`src/pcxt_cfg_pkg.sv`:
```
`default_nettype none

package pcxt_cfg_pkg;

	//////////////////////////////
	// OSD status word bit map
	//////////////////////////////

	// Single-bit fields
	localparam logic [4:0] st_soft_reset  = 5'd0;
	localparam logic [4:0] st_model       = 5'd3;
	localparam logic [4:0] st_video_card  = 5'd4;
	localparam logic [4:0] st_splash_skip = 5'd7;
	localparam logic [4:0] st_adlib_hide  = 5'd10;
	localparam logic [4:0] st_ems_disable = 5'd11;
	localparam logic [4:0] st_covox       = 5'd18;

	// Low bit of multi-bit fields
	localparam logic [4:0] st_aspect_lo    = 5'd8;
	localparam logic [4:0] st_ems_frame_lo = 5'd12;
	localparam logic [4:0] st_tint_lo      = 5'd14;

	// Download slot that carries the BIOS image
	localparam logic [7:0] bios_index = 8'd0;

	// PC/XT DIP switches, CGA 80 col or MDA
	localparam logic [7:0] dip_cga = 8'h2D;
	localparam logic [7:0] dip_mda = 8'h3D;

	// HDMI aspect port width
	localparam int aspect_w = 13;

	//////////////////////////////
	// Machine setting types
	//////////////////////////////

	typedef enum logic [0:0] {ibm_xt, tandy_1000} machine_model_e;

	typedef enum logic [0:0] {cga, mda} video_card_e;

	// Monochrome tint, order matches the menu
	typedef enum logic [2:0] {
		full_color, green, amber, black_white, red, blue, fuchsia, purple
	} display_tint_e;

	typedef enum logic [1:0] {frame_a000, frame_c000, frame_d000} ems_frame_e;

endpackage

`default_nettype wire

```
`src/pcxt_timing_pkg.sv`:
```
`default_nettype none

package pcxt_timing_pkg;

	//////////////////////////////
	// Clock and audio rates
	//////////////////////////////

	// Board oscillator
	localparam logic [31:0] sys_clock_hz = 32'd50_000_000;

	// Sample rate of the mixer clock-enable
	localparam logic [31:0] audio_rate_hz = 32'd44100;

	//////////////////////////////
	// Reset and splash timing
	//////////////////////////////

	// System reset stretch after last request, in clocks
	localparam logic [15:0] reset_hold_cycles = 16'd64;

	// Extra clocks the CPU stays in reset
	localparam logic [15:0] cpu_reset_delay = 16'd42;

	// Splash hold time in whole seconds
	localparam logic [3:0] splash_seconds = 4'd5;

endpackage

`default_nettype wire

```
`src/status_decode.sv`:
```
`timescale 1ns/10ps
`default_nettype none

module status_decode import pcxt_cfg_pkg::*; (
	input  wire logic [31:0]         status,
	input  wire logic                user_button,
	input  wire logic                ioctl_download,
	input  wire logic [7:0]          ioctl_index,
	input  wire logic [7:0]          port_b_out,
	output logic [aspect_w-1:0]      video_arx,
	output logic [aspect_w-1:0]      video_ary,
	output machine_model_e           machine_model,
	output video_card_e              video_card,
	output display_tint_e            display_tint,
	output logic                     ems_enable,
	output ems_frame_e               ems_frame,
	output logic                     adlib_hide,
	output logic                     covox_enable,
	output logic                     splash_skip,
	output logic [3:0]               port_c_low,
	output logic                     reset_request
);

	logic [1:0] aspect_field;
	logic [1:0] frame_field;
	logic [7:0] dip_byte;
	logic       bios_load;

	//////////////////////////////
	// Video settings
	//////////////////////////////

	assign aspect_field = status[st_aspect_lo +: 2];

	// Original 4:3, otherwise full screen or one of the ARC slots
	always_comb begin
		case (aspect_field)
			2'd0: begin
				video_arx = aspect_w'(4);
				video_ary = aspect_w'(3);
			end
			2'd1: begin
				video_arx = '0;
				video_ary = '0;
			end
			2'd2: begin
				video_arx = aspect_w'(1);
				video_ary = '0;
			end
			default: begin
				video_arx = aspect_w'(2);
				video_ary = '0;
			end
		endcase
	end

	assign video_card   = video_card_e'(status[st_video_card]);
	assign display_tint = display_tint_e'(status[st_tint_lo +: 3]);

	//////////////////////////////
	// Hardware settings
	//////////////////////////////

	assign machine_model = machine_model_e'(status[st_model]);

	// Menu bit is a disable
	assign ems_enable  = ~status[st_ems_disable];
	assign frame_field = status[st_ems_frame_lo +: 2];

	// Unused code 3 falls back to D000
	always_comb begin
		case (frame_field)
			2'd0:    ems_frame = frame_a000;
			2'd1:    ems_frame = frame_c000;
			default: ems_frame = frame_d000;
		endcase
	end

	assign adlib_hide   = status[st_adlib_hide];
	assign covox_enable = status[st_covox];
	assign splash_skip  = status[st_splash_skip];

	// PPI port C reads one DIP nibble, chosen by port B bit 3
	assign dip_byte   = (video_card == mda) ? dip_mda : dip_cga;
	assign port_c_low = port_b_out[3] ? dip_byte[7:4] : dip_byte[3:0];

	// Soft reset, user key or a BIOS reload
	assign bios_load     = ioctl_download && (ioctl_index == bios_index);
	assign reset_request = status[st_soft_reset] | user_button | bios_load;

endmodule

`default_nettype wire

```
`src/splash_timer.sv`:
```
`timescale 1ns/10ps
`default_nettype none

module splash_timer import pcxt_timing_pkg::*; #(
	parameter int unsigned ticks_per_second = sys_clock_hz
) (
	input  wire logic CLK_50M,
	input  wire logic reset_wire,
	input  wire logic splash_skip,
	output logic      splash_active
);

	// Tick counter width, at least one bit
	localparam int tick_w = (ticks_per_second > 1) ? $clog2(ticks_per_second) : 1;
	localparam logic [tick_w-1:0] tick_last = tick_w'(ticks_per_second - 1);

	logic [tick_w-1:0] tick_cnt;
	logic [3:0]        sec_cnt;

	// Counts only while the splash is shown
	always_ff @(posedge CLK_50M or posedge reset_wire) begin
		if (reset_wire) begin
			splash_active <= 1'b1;
			tick_cnt      <= '0;
			sec_cnt       <= '0;
		end else if (splash_active) begin
			if (splash_skip) begin
				// Skip drops the screen on the next edge
				splash_active <= 1'b0;
			end else if (tick_cnt == tick_last) begin
				tick_cnt <= '0;
				// Last second elapsed
				if (sec_cnt == splash_seconds - 4'd1) begin
					splash_active <= 1'b0;
				end else begin
					sec_cnt <= sec_cnt + 4'd1;
				end
			end else begin
				tick_cnt <= tick_cnt + 1'b1;
			end
		end
	end

endmodule

`default_nettype wire

```
`src/reset_sequencer.sv`:
```
`timescale 1ns/10ps
`default_nettype none

module reset_sequencer import pcxt_timing_pkg::*; (
	input  wire logic CLK_50M,
	input  wire logic reset_wire,
	input  wire logic reset_request,
	input  wire logic splash_active,
	output logic      sys_reset,
	output logic      cpu_reset
);

	logic        any_request;
	logic [15:0] hold_cnt;
	logic [15:0] cpu_cnt;

	// Splash screen keeps the machine parked in reset
	assign any_request = reset_request | splash_active;

	//////////////////////////////
	// Chained reset counters
	//////////////////////////////

	always_ff @(posedge CLK_50M or posedge reset_wire) begin
		if (reset_wire) begin
			sys_reset <= 1'b1;
			cpu_reset <= 1'b1;
			hold_cnt  <= '0;
			cpu_cnt   <= '0;
		end else if (any_request) begin
			// Restart both stages
			sys_reset <= 1'b1;
			cpu_reset <= 1'b1;
			hold_cnt  <= '0;
			cpu_cnt   <= '0;
		end else if (sys_reset) begin
			// First stage, system reset stretch
			if (hold_cnt == reset_hold_cycles - 16'd1) begin
				sys_reset <= 1'b0;
			end else begin
				hold_cnt <= hold_cnt + 16'd1;
			end
		end else if (cpu_reset) begin
			// Second stage starts once the chipset is out of reset
			if (cpu_cnt == cpu_reset_delay - 16'd1) begin
				cpu_reset <= 1'b0;
			end else begin
				cpu_cnt <= cpu_cnt + 16'd1;
			end
		end
	end

endmodule

`default_nettype wire

```
`src/audio_tick_gen.sv`:
```
`timescale 1ns/10ps
`default_nettype none

module audio_tick_gen import pcxt_timing_pkg::*; (
	input  wire logic CLK_50M,
	input  wire logic reset_wire,
	output logic      audio_ce
);

	logic [31:0] phase_acc;
	logic [31:0] phase_next;
	logic        wrap;

	// Phase step per clock
	assign phase_next = phase_acc + audio_rate_hz;
	assign wrap       = (phase_next >= sys_clock_hz);

	// Remainder carried over keeps the long-term rate exact
	always_ff @(posedge CLK_50M or posedge reset_wire) begin
		if (reset_wire) begin
			phase_acc <= '0;
			audio_ce  <= 1'b0;
		end else begin
			audio_ce <= wrap;
			if (wrap) begin
				phase_acc <= phase_next - sys_clock_hz;
			end else begin
				phase_acc <= phase_next;
			end
		end
	end

endmodule

`default_nettype wire

```
`src/sd_route.sv`:
```
`timescale 1ns/10ps
`default_nettype none

module sd_route (
	input  wire logic        CLK_50M,
	input  wire logic        reset_wire,
	input  wire logic        img_mounted,
	input  wire logic [63:0] img_size,
	input  wire logic        spi_cs,
	input  wire logic        spi_sck,
	input  wire logic        spi_mosi,
	input  wire logic        sd_miso,
	input  wire logic        vsd_miso,
	output logic             spi_miso,
	output logic             sd_cs,
	output logic             sd_sck,
	output logic             sd_mosi,
	output logic             vsd_cs
);

	// High when a disk image is mounted
	logic vsd_sel;

	// Empty image means unmount, back to the real card
	always_ff @(posedge CLK_50M or posedge reset_wire) begin
		if (reset_wire) begin
			vsd_sel <= 1'b0;
		end else if (img_mounted) begin
			vsd_sel <= |img_size;
		end
	end

	//////////////////////////////
	// SPI steering
	//////////////////////////////

	// Physical card idle while the image is in use
	assign sd_cs   = spi_cs | vsd_sel;
	assign sd_sck  = spi_sck & ~vsd_sel;
	assign sd_mosi = spi_mosi & ~vsd_sel;

	// Virtual card only selected with an image
	assign vsd_cs = spi_cs | ~vsd_sel;

	assign spi_miso = vsd_sel ? vsd_miso : sd_miso;

endmodule

`default_nettype wire

```
`src/pcxt_glue_top.sv`:
```
`timescale 1ns/10ps
`default_nettype none

module pcxt_glue_top import pcxt_cfg_pkg::*, pcxt_timing_pkg::*; #(
	parameter int unsigned ticks_per_second = sys_clock_hz
) (
	input  wire logic                CLK_50M,
	input  wire logic                reset_wire,
	// OSD and host side
	input  wire logic [31:0]         status,
	input  wire logic                user_button,
	input  wire logic                ioctl_download,
	input  wire logic [7:0]          ioctl_index,
	input  wire logic [7:0]          port_b_out,
	output logic [aspect_w-1:0]      video_arx,
	output logic [aspect_w-1:0]      video_ary,
	output machine_model_e           machine_model,
	output video_card_e              video_card,
	output display_tint_e            display_tint,
	output logic                     ems_enable,
	output ems_frame_e               ems_frame,
	output logic                     adlib_hide,
	output logic                     covox_enable,
	output logic [3:0]               port_c_low,
	// Resets and audio enable
	output logic                     sys_reset,
	output logic                     cpu_reset,
	output logic                     audio_ce,
	// SD card paths
	input  wire logic                img_mounted,
	input  wire logic [63:0]         img_size,
	input  wire logic                spi_cs,
	input  wire logic                spi_sck,
	input  wire logic                spi_mosi,
	input  wire logic                sd_miso,
	input  wire logic                vsd_miso,
	output logic                     spi_miso,
	output logic                     sd_cs,
	output logic                     sd_sck,
	output logic                     sd_mosi,
	output logic                     vsd_cs
);

	logic reset_request;
	logic splash_skip;
	logic splash_active;

	//////////////////////////////
	// Menu decode
	//////////////////////////////

	status_decode u_status_decode (
		.status         (status),
		.user_button    (user_button),
		.ioctl_download (ioctl_download),
		.ioctl_index    (ioctl_index),
		.port_b_out     (port_b_out),
		.video_arx      (video_arx),
		.video_ary      (video_ary),
		.machine_model  (machine_model),
		.video_card     (video_card),
		.display_tint   (display_tint),
		.ems_enable     (ems_enable),
		.ems_frame      (ems_frame),
		.adlib_hide     (adlib_hide),
		.covox_enable   (covox_enable),
		.splash_skip    (splash_skip),
		.port_c_low     (port_c_low),
		.reset_request  (reset_request)
	);

	//////////////////////////////
	// Timers and SD routing
	//////////////////////////////

	splash_timer #(
		.ticks_per_second (ticks_per_second)
	) u_splash_timer (
		.CLK_50M       (CLK_50M),
		.reset_wire    (reset_wire),
		.splash_skip   (splash_skip),
		.splash_active (splash_active)
	);

	// Splash hold feeds the reset chain
	reset_sequencer u_reset_sequencer (
		.CLK_50M       (CLK_50M),
		.reset_wire    (reset_wire),
		.reset_request (reset_request),
		.splash_active (splash_active),
		.sys_reset     (sys_reset),
		.cpu_reset     (cpu_reset)
	);

	audio_tick_gen u_audio_tick_gen (
		.CLK_50M    (CLK_50M),
		.reset_wire (reset_wire),
		.audio_ce   (audio_ce)
	);

	sd_route u_sd_route (
		.CLK_50M     (CLK_50M),
		.reset_wire  (reset_wire),
		.img_mounted (img_mounted),
		.img_size    (img_size),
		.spi_cs      (spi_cs),
		.spi_sck     (spi_sck),
		.spi_mosi    (spi_mosi),
		.sd_miso     (sd_miso),
		.vsd_miso    (vsd_miso),
		.spi_miso    (spi_miso),
		.sd_cs       (sd_cs),
		.sd_sck      (sd_sck),
		.sd_mosi     (sd_mosi),
		.vsd_cs      (vsd_cs)
	);

endmodule

`default_nettype wire

```
`config.mk`:
```
export PLATFORM = sky130hd
export DESIGN_NAME = pcxt_glue_top
export DESIGN_NICKNAME = d
export VERILOG_FILES = /design/src/pcxt_cfg_pkg.sv /design/src/pcxt_timing_pkg.sv /design/src/status_decode.sv /design/src/splash_timer.sv /design/src/reset_sequencer.sv /design/src/audio_tick_gen.sv /design/src/sd_route.sv /design/src/pcxt_glue_top.sv
export SDC_FILE = /design/constraint.sdc
export NUM_CORES = 1
export LEC_CHECK = 0
export BUFFER_PORTS_ARGS = -buffer_cell sky130_fd_sc_hd__buf_2
export CAP_MARGIN = 20
export CORE_MARGIN = 2
export CORE_UTILIZATION = 57
export DETAILED_ROUTE_END_ITERATION = 12
export PLACE_DENSITY = 0.93
export RECOVER_POWER = 100
export SYNTH_ARGS = -nofsm -noshare
export SYNTH_HDL_FRONTEND = slang
export SYNTH_SLANG_ARGS = --single-unit
export TNS_END_PERCENT = 1
```
`constraint.sdc`:
```
create_clock -name CLK_50M -period 9.7 [get_ports CLK_50M]
set_input_delay 0.485 -clock CLK_50M [delete_from_list [all_inputs] [get_ports CLK_50M]]
set_output_delay 0.485 -clock CLK_50M [all_outputs]
set_load 0.02 [all_outputs]
```
### After elaboration in Yosys (flattened, before gate mapping)

Index checks and enable logic that the tools add are counted.

* output and inout port bits: 48
* input bits: 122
* word-level logic and storage cells: 75
* register bits after elaboration: 99

* eq/ne operators: 10
* $add $sub $neg: 6
* multiplexer cells: 26
* bitwise logic cells: 11
* order comparisons: 1
* reductions and logical operators: 11

Operator list (count)
* $mux 16: 7
* $reduce_or 64->1: 1
* $add 16x1->16 const B: 2
* $add 32x16->32 const B: 1
* $eq 16x6->1 const B: 2
* $ge 32x26->1 const B: 1
* $mux 32: 1
* $sub 32x26->32 const B: 1
* $add 26x1->26 const B: 1
* $eq 26x26->1 const B: 1
* $mux 26: 1
* $mux 1: 12
* $pmux 3 s3: 1
* $logic_not 8->1: 1
* $mux 5: 1
* $or 1x1->1: 5
* $add 4x1->4 const B: 1
* $eq 2x1->1 const B: 2
* $eq 4x3->1 const B: 1
* $logic_not 2->1: 2
* $mux 4: 1
* $ne 2x1->1 const B: 2
* $not 1->1: 4
* $pmux 2 s2: 1
* 9 further kinds: 12

### Depth between registers and ports, before layout

* depth after elaboration: 6
* depth in mapped cells: 14

### By module

Synthesis repeated with hierarchy kept, for this count alone.

* cells, all modules: 719
* area total of the unflattened synthesis: 6548.8 sq um

Modules (own cells, without submodules)
* audio_tick_gen: instances 1, area an instance 2568.7 sq um, sequential area each 775.7 sq um, cells an instance 290
* reset_sequencer: instances 1, area an instance 1860.5 sq um, sequential area each 853.3 sq um, cells an instance 196
* splash_timer: instances 1, area an instance 1572.8 sq um, sequential area each 777.0 sq um, cells an instance 156
* status_decode: instances 1, area an instance 325.3 sq um, sequential area each 0.0 sq um, cells an instance 46
* sd_route: instances 1, area an instance 221.5 sq um, sequential area each 25.0 sq um, cells an instance 31

### Worst setup path after synthesis

Ideal clock, no wire load.

* path type: register to register
* start: reg u_audio_tick_gen.phase_acc[2]
* end: reg u_audio_tick_gen.phase_acc[18]
* arrival time: 3.025 ns
* cell stages (with the launch flop): 14
* buffers on the path: 2
* path slack: 6.545 ns
* period minus slack after synthesis: 3.155 ns
* path through: dfrtp_1 > ha_1 > a31oi_4 > or3_4 > a2111oi_4 > mux2_4 > o21ai_2 > and4_4 > o31a_1 > buf_6 > inv_1 > buf_4 > o31ai_1 > xnor2_1

* longest elaborated chain between the ends: 3
* elaborated cells on any way between the ends: 4
* those cells by class: 2 x add/sub; 1 x order compare; 1 x mux

RTL lines
* from (decl): line audio_tick_gen.sv:10 `logic [31:0] phase_acc;`
* from (signal assigned): line audio_tick_gen.sv:26 `phase_acc <= phase_next - sys_clock_hz;`
* from (signal assigned): line audio_tick_gen.sv:28 `phase_acc <= phase_next;`
* $add 32x16->32: line audio_tick_gen.sv:15 `assign phase_next = phase_acc + audio_rate_hz;`
* $ge 32x26->1: line audio_tick_gen.sv:16 `assign wrap = (phase_next >= sys_clock_hz);`
* via u_audio_tick_gen.wrap: line audio_tick_gen.sv:12 `logic wrap;`
* $mux 32: line audio_tick_gen.sv:25 `if (wrap) begin`

The timed path passes the listed nets, and every way through them passes these cells.
A chain may end at the register's enable or synchronous reset.

==> flow_summary.toml <==
[power_and_ir_drop]
p_leak_uw = 0.00301
vdd_ir_drop_max_uv = 63.1
powerDensity_mw_per_mm2 = 105

[synth]
post_synth_instance_area_mm2 = 0.00615
yosys_register_bits = 97
avgSynthCellArea_um2 = 9.22
synthCells = 667
muxShareOfSynthArea_pct = 1.61
yosysWarningCount = 0
synth.area.top_cells = "dfrtp_1 (38%), xor2_1 (7.1%), xnor2_1 (7.0%)"
synth_top_family_by_area = "simple AND/OR/NAND/NOR gates"
async_reset_ff_share_pct = 100
synth_xor_area_share_pct = 14.1
synth_largest_area_cell = "dfrtp_1"
synth_cell_types = 78
synth_top_area_share_pct = 38.3
synth_seq_area_share_pct = 39.5
synth_compound_area_share_pct = 9.66
synth-main-ff-cell = "dfrtp_1"
synth-edff-count = 0
synth_simple_gate_area_share_pct = 26.4
synth-adder-area-share_pct = 1.63

[cts]
cts-root-buf = "clkbuf_8"
clock_sinks = 97
cts_buffers = 9
ctsHoldBuffers = 0
clk_latency_ns = 0.38
htree_levels = 3
post_cts_buffers = 0
cts.path.max_buffers = 2
path_clk_slew_ns = 0.10
tritoncts = "built"
post_cts_resized = 0

[place]
pre_cts_ws_ns = 5.75
placed_cells = 886
hpwl_mm = 9.48
portBuffers = 111
gp_congestion = 0.964

[timing]
slew_headroom_pct = -135
finalClockSkew_ns = 0.0100
rsz0062_at_grt = "false"
period_minus_slack_ns = 4.59
slew_viol_final = 68
max_clock_freq_mhz = 218
fin_crit_sh_pct = 47.3
layout_setup_ws_ns = 5.11
hold_viol = 0
finalSetupTns_ns = 0
worst_pin_slew_ns = 3.53
finalSetupViolations = 0

[setup_path]
startpoint_type = "input port"
end_kind = "asynchronous set/reset pin"
crit_arrival_ns = 4.29
crit_required_ns = 9.40
critPathKind = "in2async"
worstPathMaxFanout = 67

[status]
status = "finished with violations"
violations = "capacitance limit, slew limit"

[final_layout]
instances_no_fill = 904
utilization_pct = 64.7
layout_common_cells = "dfrtp_1 (94), buf_2 (90), nor2_1 (79)"
layout_commonest_cell = "dfrtp_1"
area_growth_pct = 9.64
fin_nets = 892
final_layout_size_suffix_gt1_share_pct = 17.6

[die]
die_w_um = 108
die_area_mm2 = 0.0116
initial_utilization_pct = 59.0
rows = 37
core_mm2 = 0.0104
io_pins = 170
die_h_um = 108

[detailed_routing]
wl_per_cell_um = 14.1
drt_wl_total_mm = 12.8
ant_nets = 0
viasPerCell = 5.69
vias = 5144
drt_pass1_iterations = 5
drtIter0Drc = 318
drc = 0

[global_route]
grt_pass1_wl_mm = 21.3
grt_usage_pct = 22.9
grt_max_degree = 82
antenna_found_initial = 1
gr-total-overflow = 0
grt_pass1_vias = 4865

[flow_run]
maxCapViolations = 1

[hold_path]
hp-class = "in2async"
## registers in the layout, summed over array words and instances, names as in the netlist
register                      cells
u_splash_timer.tick_cnt          26
u_reset_sequencer.hold_cnt       16
u_reset_sequencer.cpu_reset       1
u_splash_timer.splash_active      1
u_reset_sequencer.sys_reset       1
u_splash_timer.sec_cnt            4
u_reset_sequencer.cpu_cnt        16
u_sd_route.vsd_sel                1
u_audio_tick_gen.audio_ce         1
u_audio_tick_gen.phase_acc       30
## worst paths after layout
kind | slack, ns | end | start | cells after the start
max in group CLK_50M | 5.33 | u_audio_tick_gen.phase_acc[21] | u_audio_tick_gen.phase_acc[2] | 10
max reg2reg | 5.33 | u_audio_tick_gen.phase_acc[21] | u_audio_tick_gen.phase_acc[2] | 10
min reg2reg | 0.48 | u_splash_timer.tick_cnt[6] | u_splash_timer.tick_cnt[6] | 1
max | 5.11 | u_audio_tick_gen.phase_acc[20] | reset_wire | 4
min in group CLK_50M | 0.36 | u_sd_route.vsd_sel | img_mounted | 3
min | 0.16 | u_reset_sequencer.hold_cnt[15] | reset_wire | 2
## final cells by class
cell class	instances	area, um^2
fillers	863	3670
well taps	136	170
repair buffers	115	544
clock inverters	7	70.1
inverters	14	53.8
multi-input cells	525	3350
diodes	1	2.50
clock buffers	9	124
flip-flops and latches	97	2430
## metal layers
| metal | part of all wire (%) | track usage, % |
|---|---|---|
| met5 | 0 | 0 |
| met4 | 2.2 | 9.16 |
| met3 | 5.6 | 3.21 |
| met2 | 50 | 40.2 |
| met1 | 42 | 28.4 |
## synth_stat cells (14+ instances only)
| cell type | count |
|---|---|
| nor4_1 | 23 |
| inv_1 | 14 |
| xnor2_1 | 49 |
| nand2_1 | 57 |
| and3_1 | 19 |
| nand4_1 | 22 |
| xor2_1 | 50 |
| dfrtp_1 | 94 |
| nor2_1 | 79 |
| buf_4 | 36 |
| nor3_1 | 17 |
| nand3_1 | 33 |
## power by group
| part | internal (uW) | total, uW | switching (uW) |
|---|---|---|---|
| registers | 405 | 405 | 0.347 |
| clock network | 101 | 260 | 158 |
| logic | 16.7 | 46.4 | 29.7 |
## cells by family (layout without fill, tap and decap cells)
group / after synthesis / count (layout)
AOI/OAI and AO/OA: 77 / 77
xor gates and xnor gates: 99 / 99
adders and majority gates: 8 / 8
buffers and inverters: 65 / 145
DFF: 97 / 97
muxes: 9 / 9
other: 1 / 22
and+or+nand+nor: 311 / 311
## per-stage QoR
stage	total power [uW]	hold slack [ns]	area, um^2
after floorplan	448	0.434	6220
after global placement	460	0.423	6610
after detailed placement	461	0.435	6610
after CTS	719	0.0184	6810
after global routing	740	0.218	6740
final	711	0.161	6740
## worst max-delay path, cell delays in order
cell	delay [ns]
clkbuf_1	0.09
clkinvlp_2	0.44
clkbuf_1	0.67
clkbuf_1	2.53
Power figures use the tool's default switching activity.
